--- src/rtl/regFilePkg.sv ---
package regFilePkg;

	// architectural sizes of the register file
	localparam int dataWidth = 32;
	localparam int regCount = 32;
	localparam int regIndexWidth = $clog2(regCount);

	// rs1, rs2 and rs3
	localparam int readPorts = 3;

	typedef logic [regIndexWidth-1:0] regIndex;
	typedef logic [dataWidth-1:0] regData;

	// a single write-back port
	typedef struct packed
	{
		logic enable;
		regIndex dest;
		regData data;
	} wbPort;

	// both write-back ports of one cycle
	typedef struct packed
	{
		wbPort aluPort;
		wbPort memPort;		// has priority on a shared dest
	} writeBack;

	// register numbers of the three read ports
	typedef struct packed
	{
		regIndex rs1Idx;
		regIndex rs2Idx;
		regIndex rs3Idx;
	} readIndex;

endpackage

--- src/rtl/operandPkg.sv ---
package operandPkg;

	import regFilePkg::*;

	// raw immediate field as it comes with a request
	localparam int immWidth = 18;

	// widths of the narrower immediate forms
	localparam int shamtWidth = 5;
	localparam int byteWidth = 8;
	localparam int off12Width = 12;
	localparam int off13Width = 13;

	// word offset to byte offset
	localparam int branchShift = 2;

	typedef enum logic [2:0]
	{
		immShamt5,
		immByte8,
		immOff12,
		immOff13,
		immBranch18
	} immKind;

	// one read request
	typedef struct packed
	{
		readIndex idx;
		logic [immWidth-1:0] immField;
		immKind kind;
	} fetchReq;

	// operands handed on to the next stage
	typedef struct packed
	{
		regData rs1;
		regData rs2;
		regData rs3;
		regData imm;
	} fetchResp;

endpackage

--- src/rtl/fetchControl.sv ---
`timescale 1ns/1ps

module fetchControl
	import regFilePkg::*,
	operandPkg::*;
(
	input logic clk,
	input logic reset,

	// request channel
	input logic reqValid,
	output logic reqReady,
	input fetchReq req,

	// to storage and extender
	output readIndex idx,
	output logic [immWidth-1:0] immField,
	output immKind kind,

	// operands coming back
	input regData rs1,
	input regData rs2,
	input regData rs3,
	input regData imm,

	// response channel
	output logic respValid,
	input logic respReady,
	output fetchResp resp
);

	// a single response slot
	typedef enum logic
	{
		ctlEmpty,
		ctlFull
	} ctlState;

	ctlState state;
	ctlState nextState;
	logic accept;

	// request fields go straight to the datapath
	assign idx = req.idx;
	assign immField = req.immField;
	assign kind = req.kind;

	// slot frees up in the same cycle the response leaves
	assign reqReady = (state == ctlEmpty) || respReady;
	assign accept = reqValid && reqReady;
	assign respValid = (state == ctlFull);

	always_comb
	begin
		nextState = state;
		case (state)
			ctlEmpty:
			begin
				if (accept)
				begin
					nextState = ctlFull;
				end
			end
			ctlFull:
			begin
				if (accept)
				begin
					nextState = ctlFull;	// back-to-back
				end
				else if (respReady)
				begin
					nextState = ctlEmpty;
				end
			end
			default:
			begin
				nextState = ctlEmpty;
			end
		endcase
	end

	always_ff @(posedge clk)
	begin
		if (reset)
		begin
			state <= ctlEmpty;
		end
		else
		begin
			state <= nextState;
		end
	end

	// operands sampled at the accepting edge
	// held untouched while the consumer stalls
	always_ff @(posedge clk)
	begin
		if (accept)
		begin
			resp.rs1 <= rs1;
			resp.rs2 <= rs2;
			resp.rs3 <= rs3;
			resp.imm <= imm;
		end
	end

endmodule

--- src/rtl/immExtend.sv ---
`timescale 1ns/1ps

module immExtend
	import regFilePkg::*,
	operandPkg::*;
(
	input logic [immWidth-1:0] immField,
	input immKind kind,
	output regData imm
);

	// candidate results, one per kind
	regData shamtExt;
	regData byteExt;
	regData off12Ext;
	regData off13Ext;
	regData fullExt;
	regData branchExt;

	// shift amount is unsigned
	assign shamtExt =
	{
		{(dataWidth-shamtWidth){1'b0}},
		immField[shamtWidth-1:0]
	};

	assign byteExt =
	{
		{(dataWidth-byteWidth){immField[byteWidth-1]}},
		immField[byteWidth-1:0]
	};

	assign off12Ext =
	{
		{(dataWidth-off12Width){immField[off12Width-1]}},
		immField[off12Width-1:0]
	};

	assign off13Ext =
	{
		{(dataWidth-off13Width){immField[off13Width-1]}},
		immField[off13Width-1:0]
	};

	// whole field sign extended first
	assign fullExt =
	{
		{(dataWidth-immWidth){immField[immWidth-1]}},
		immField
	};

	// then scaled to a byte offset, top bits drop out
	assign branchExt = fullExt << branchShift;

	always_comb
	begin
		case (kind)
			immShamt5:
			begin
				imm = shamtExt;
			end
			immByte8:
			begin
				imm = byteExt;
			end
			immOff12:
			begin
				imm = off12Ext;
			end
			immOff13:
			begin
				imm = off13Ext;
			end
			immBranch18:
			begin
				imm = branchExt;
			end
			default:
			begin
				imm = '0;	// unused encodings
			end
		endcase
	end

endmodule

--- src/rtl/operandFetch.sv ---
`timescale 1ns/1ps

module operandFetch
	import regFilePkg::*,
	operandPkg::*;
(
	input logic clk,
	input logic reset,

	// write-back, always accepted
	input writeBack wb,

	// request channel
	input logic reqValid,
	output logic reqReady,
	input fetchReq req,

	// response channel
	output logic respValid,
	input logic respReady,
	output fetchResp resp
);

	readIndex readIdx;
	logic [immWidth-1:0] immField;
	immKind kind;

	regData rs1;
	regData rs2;
	regData rs3;
	regData imm;

	// handshakes and the response register
	fetchControl control
	(
		.clk(clk),
		.reset(reset),
		.reqValid(reqValid),
		.reqReady(reqReady),
		.req(req),
		.idx(readIdx),
		.immField(immField),
		.kind(kind),
		.rs1(rs1),
		.rs2(rs2),
		.rs3(rs3),
		.imm(imm),
		.respValid(respValid),
		.respReady(respReady),
		.resp(resp)
	);

	// 32 x 32 storage, reads are combinational
	regFile storage
	(
		.clk(clk),
		.reset(reset),
		.wb(wb),
		.idx(readIdx),
		.rs1(rs1),
		.rs2(rs2),
		.rs3(rs3)
	);

	immExtend extender
	(
		.immField(immField),
		.kind(kind),
		.imm(imm)
	);

endmodule

--- src/rtl/regFile.sv ---
`timescale 1ns/1ps

module regFile
	import regFilePkg::*;
(
	input logic clk,
	input logic reset,

	// write-back from the ALU and memory stages
	input writeBack wb,

	// read side
	input readIndex idx,
	output regData rs1,
	output regData rs2,
	output regData rs3
);

	regData regs [regCount];

	// one-hot write selects per port
	logic [regCount-1:0] aluHit;
	logic [regCount-1:0] memHit;

	// read indices and data as arrays so one loop serves all ports
	regIndex readSel [readPorts];
	regData readData [readPorts];

	always_comb
	begin
		aluHit = '0;
		if (wb.aluPort.enable)
		begin
			aluHit[wb.aluPort.dest] = 1'b1;
		end
	end

	always_comb
	begin
		memHit = '0;
		if (wb.memPort.enable)
		begin
			memHit[wb.memPort.dest] = 1'b1;
		end
	end

	// r0 is an ordinary register here
	always_ff @(posedge clk)
	begin
		if (reset)
		begin
			for (int i = 0; i < regCount; i++)
			begin
				regs[i] <= '0;
			end
		end
		else
		begin
			for (int i = 0; i < regCount; i++)
			begin
				if (memHit[i])
				begin
					regs[i] <= wb.memPort.data;	// memory wins a shared dest
				end
				else if (aluHit[i])
				begin
					regs[i] <= wb.aluPort.data;
				end
			end
		end
	end

	assign readSel[0] = idx.rs1Idx;
	assign readSel[1] = idx.rs2Idx;
	assign readSel[2] = idx.rs3Idx;

	// plain array reads, no bypass from the write ports
	genvar p;
	generate
		for (p = 0; p < readPorts; p++)
		begin : readPort
			assign readData[p] = regs[readSel[p]];
		end
	endgenerate

	assign rs1 = readData[0];
	assign rs2 = readData[1];
	assign rs3 = readData[2];

endmodule

--- config.mk ---
export PLATFORM = sky130hd
export DESIGN_NAME = operandFetch
export DESIGN_NICKNAME = d
export VERILOG_FILES = /design/src/rtl/regFilePkg.sv /design/src/rtl/operandPkg.sv /design/src/rtl/fetchControl.sv /design/src/rtl/immExtend.sv /design/src/rtl/operandFetch.sv /design/src/rtl/regFile.sv
export SDC_FILE = /design/constraint.sdc
export NUM_CORES = 2
export LEC_CHECK = 0
export BUFFER_PORTS_ARGS = -buffer_cell sky130_fd_sc_hd__buf_2
export CAP_MARGIN = 20
export CORE_MARGIN = 3
export CORE_UTILIZATION = 25
export DETAILED_ROUTE_END_ITERATION = 8
export SYNTH_ARGS = -nofsm -noshare
export SYNTH_HDL_FRONTEND = slang
export SYNTH_SLANG_ARGS = --single-unit
--- constraint.sdc ---
create_clock -name clk -period 4.7 [get_ports clk]
set_clock_uncertainty 0.2 [all_clocks]
set_input_delay 0.47 -clock clk [delete_from_list [all_inputs] [get_ports clk]]
set_output_delay 0.47 -clock clk [all_outputs]
set_load 0.05 [all_outputs]
==> reports/qor.yml <==
outcome: "completed"
wire_per_inst_um: 34.5
cp-start-kind: "input pin"
drive_above_1_share_pct: 12.9
worstPathMaxFanout: 33
r2r-end: "control.resp[49]$_DFFE_PP_"
die_h_um: 545
synth-seq-area-share_pct: 47.2
fmax_mhz: 355
grt_pass1_vias: 61582
vias: 64780
cts.sinks: 1141
reg2regPathDepth: 3
grt_use_total_pct: 22.9
hold_violations: 0
htree_levels: 4
worstSkewPairLatency_ns: 0.89
port_buffers: 245
max_slew_margin_pct: 19.8
power_density_mw_per_mm2: 345
rows: 197
initial_core_util_pct: 25.2
synth-main-ff-cell: "edfxtp_1"
layout_common_cells: "1536 x mux2i_1, 1140 x edfxtp_1, 958 x a22o_1, 601 x nand2_1, 303 x a21oi_1"
yosysUniqueCellTypes: 51
synth_area_per_cell_um2: 11.0
postRouteAntennaNets: 0
p_leak_nw: 31.6
io_pins: 246
fin_crit_sh_pct: 59.9
netlist_instances: 6598
crit_required_ns: 5.03
cts_buffers: 141
dieArea_mm2: 0.297
grt_max_degree: 79
drv_cap: 0
cp-end-kind: "flop"
rrSetupSlack_ns: 2.30
synth_edf_count: 1140
antenna_found_initial: 60
drtPass1Iterations: 9
synth_top_area_share_pct: 47.2
netlist_area_mm2: 0.0726
post-synth-top-area-cell: "edfxtp_1"
fin_setup_tns_ns: 0
cts_root_buf: "clkbuf_16"
hpwlAfterDp_um: 214000
rsz0062_at_grt: "false"
gr-total-overflow: 0
synth_seq_cells: 1141
slew_viol_final: 0
gp_congestion: 0.948
worstReg2RegStart: "control.respValid$_SDFF_PP0_"
yosysWarnings: 0
async_flop_share_pct: 0
syn_to_final_growth_pct: 15.2
setup_viol: 0
hold_end: "control.resp[8]$_DFFE_PP_"
clock_path_buffers: 4
ir_worst_vdd_v: 0.000250
worst-setup-path-type: "in2reg"
crit_arrival_ns: 3.14
core-area_mm2: 0.288
clkTransAtPathRegs_ns: 0.06
worstHoldStart: "req[1]"
ff_latch_area_mm2: 0.0343
holdPathStages: 3
cts_setup_buffers: 0
fill_cells: 29302
holdCritPathClass: "in2reg"
via_per_inst: 6.24
multi_input_area_mm2: 0.0357
dp_slack_ns: 1.19
cts_tree: "built"
setup_ws_ns: 1.88
synth_nets: 6714
drc: 0
synthTopCellsByArea: "edfxtp_1 47%, mux2i_1 21%, a22o_1 12%, nand2_1 3.2%, a22oi_1 3.0%"
die_w_um: 545
first_iter_violations: 11132
worst_pin_slew_ns: 1.20
finalNetCount: 6609
period_minus_slack_ns: 2.82
grt_pass1_wl_um: 486000
routed_wl_um: 359000
layout_commonest_cell: "mux2i_1"
## Yosys cell counts (2+ instances only)
master,number
nand3_1,302
and3b_1,2
inv_1,4
o221ai_1,11
nor3_1,119
a22oi_1,288
and2_1,4
nor3b_2,2
nand2_1,610
nor2_1,45
or3b_1,2
mux2i_1,1536
or3_1,3
buf_4,12
a31oi_1,101
nor3_2,15
nand4b_1,2
or2_1,2
nor3_4,3
or2_2,4
edfxtp_1,1140
a22o_1,958
buf_2,241
nand3b_1,2
nand4_1,2
o21ai_0,283
buf_1,76
a21oi_1,304
nor2b_1,14
and3_1,2
nand2b_1,11
clkbuf_1,479
## how the worst max path moves through the flow
stage	start	endpoint	cells after the start
6_report	wb[35]	storage.regs[28][19]$_SDFFCE_PP0P_	7
5_1_grt	wb[35]	storage.regs[28][16]$_SDFFCE_PP0P_	7
4_1_cts	wb[35]	storage.regs[28][16]$_SDFFCE_PP0P_	7
3_5_place_dp	wb[35]	storage.regs[20][8]$_SDFFCE_PP0P_	7
3_3_place_gp	wb[35]	storage.regs[28][17]$_SDFFCE_PP0P_	6
2_1_floorplan	control.respValid$_SDFF_PP0_	control.resp[0]$_DFFE_PP_	2
## report_power, final
part	internal, mW	switching [mW]
sequential	12.1	0.686
clock	6.18	4.73
combinational	1.61	3.53
## logic make-up (layout without fill, tap and decap cells)
logic type,after synthesis,in the layout,synth area share [%]
buffers and inverters,815,804,4.71
and+or+nand+nor,1156,1156,7.20
muxes,1537,1537,21.2
other,0,19,0
AOI/OAI and AO/OA,1949,1949,19.7
DFF,1141,1141,47.2
## metal layers
layer | global-route usage, % | part of all wire [%]
met1 | 28.4 | 36
met2 | 33.2 | 41
met4 | 16.3 | 8.4
met3 | 7.88 | 15
met5 | 0 | 0.053
## critical path: stages
cell and delay (ns):
buf_2 0.21, nor2b_1 0.37, nand2_1 0.21, a31oi_4 0.21, buf_4 0.60, nand2_2 0.63, buf_12 0.38
## layout make-up
| class | instances | share of cell area (%) |
|---|---|---|
| Inverter | 5 | 0.0225 |
| Antenna cell | 19 | 0.0569 |
| Tap cell | 3781 | 5.66 |
| Multi-Input combinational cell | 4642 | 42.7 |
| Clock buffer | 168 | 4.39 |
| Clock inverter | 69 | 0.813 |
| Sequential cell | 1141 | 41.0 |
| Timing Repair Buffer | 562 | 5.37 |
## stage by stage
stage	total power [mW]	cell area (um2)	hold WS [ns]	utilization, %	std cells
after floorplan	15.8	72600	0.399	-	6598
after global placement	17.7	78800	0.523	27.3	10098
after detailed placement	17.9	78900	0.543	27.3	10100
after CTS	28.6	83500	0.00325	29.0	10366
after global routing	29.4	83500	0.0622	29.0	10371
final	28.8	83600	0.0176	29.0	10387
## flip-flops by register name (all words and copies together), names as in the netlist
name               count
control.resp         116
storage.regs        1024
control.respValid      1
## timing repair
item	CTS	global route
endpoints found under the hold margin	21	0
resized for setup	0	0
hold buffers	29	0
(Power assumes the default switching activity.)
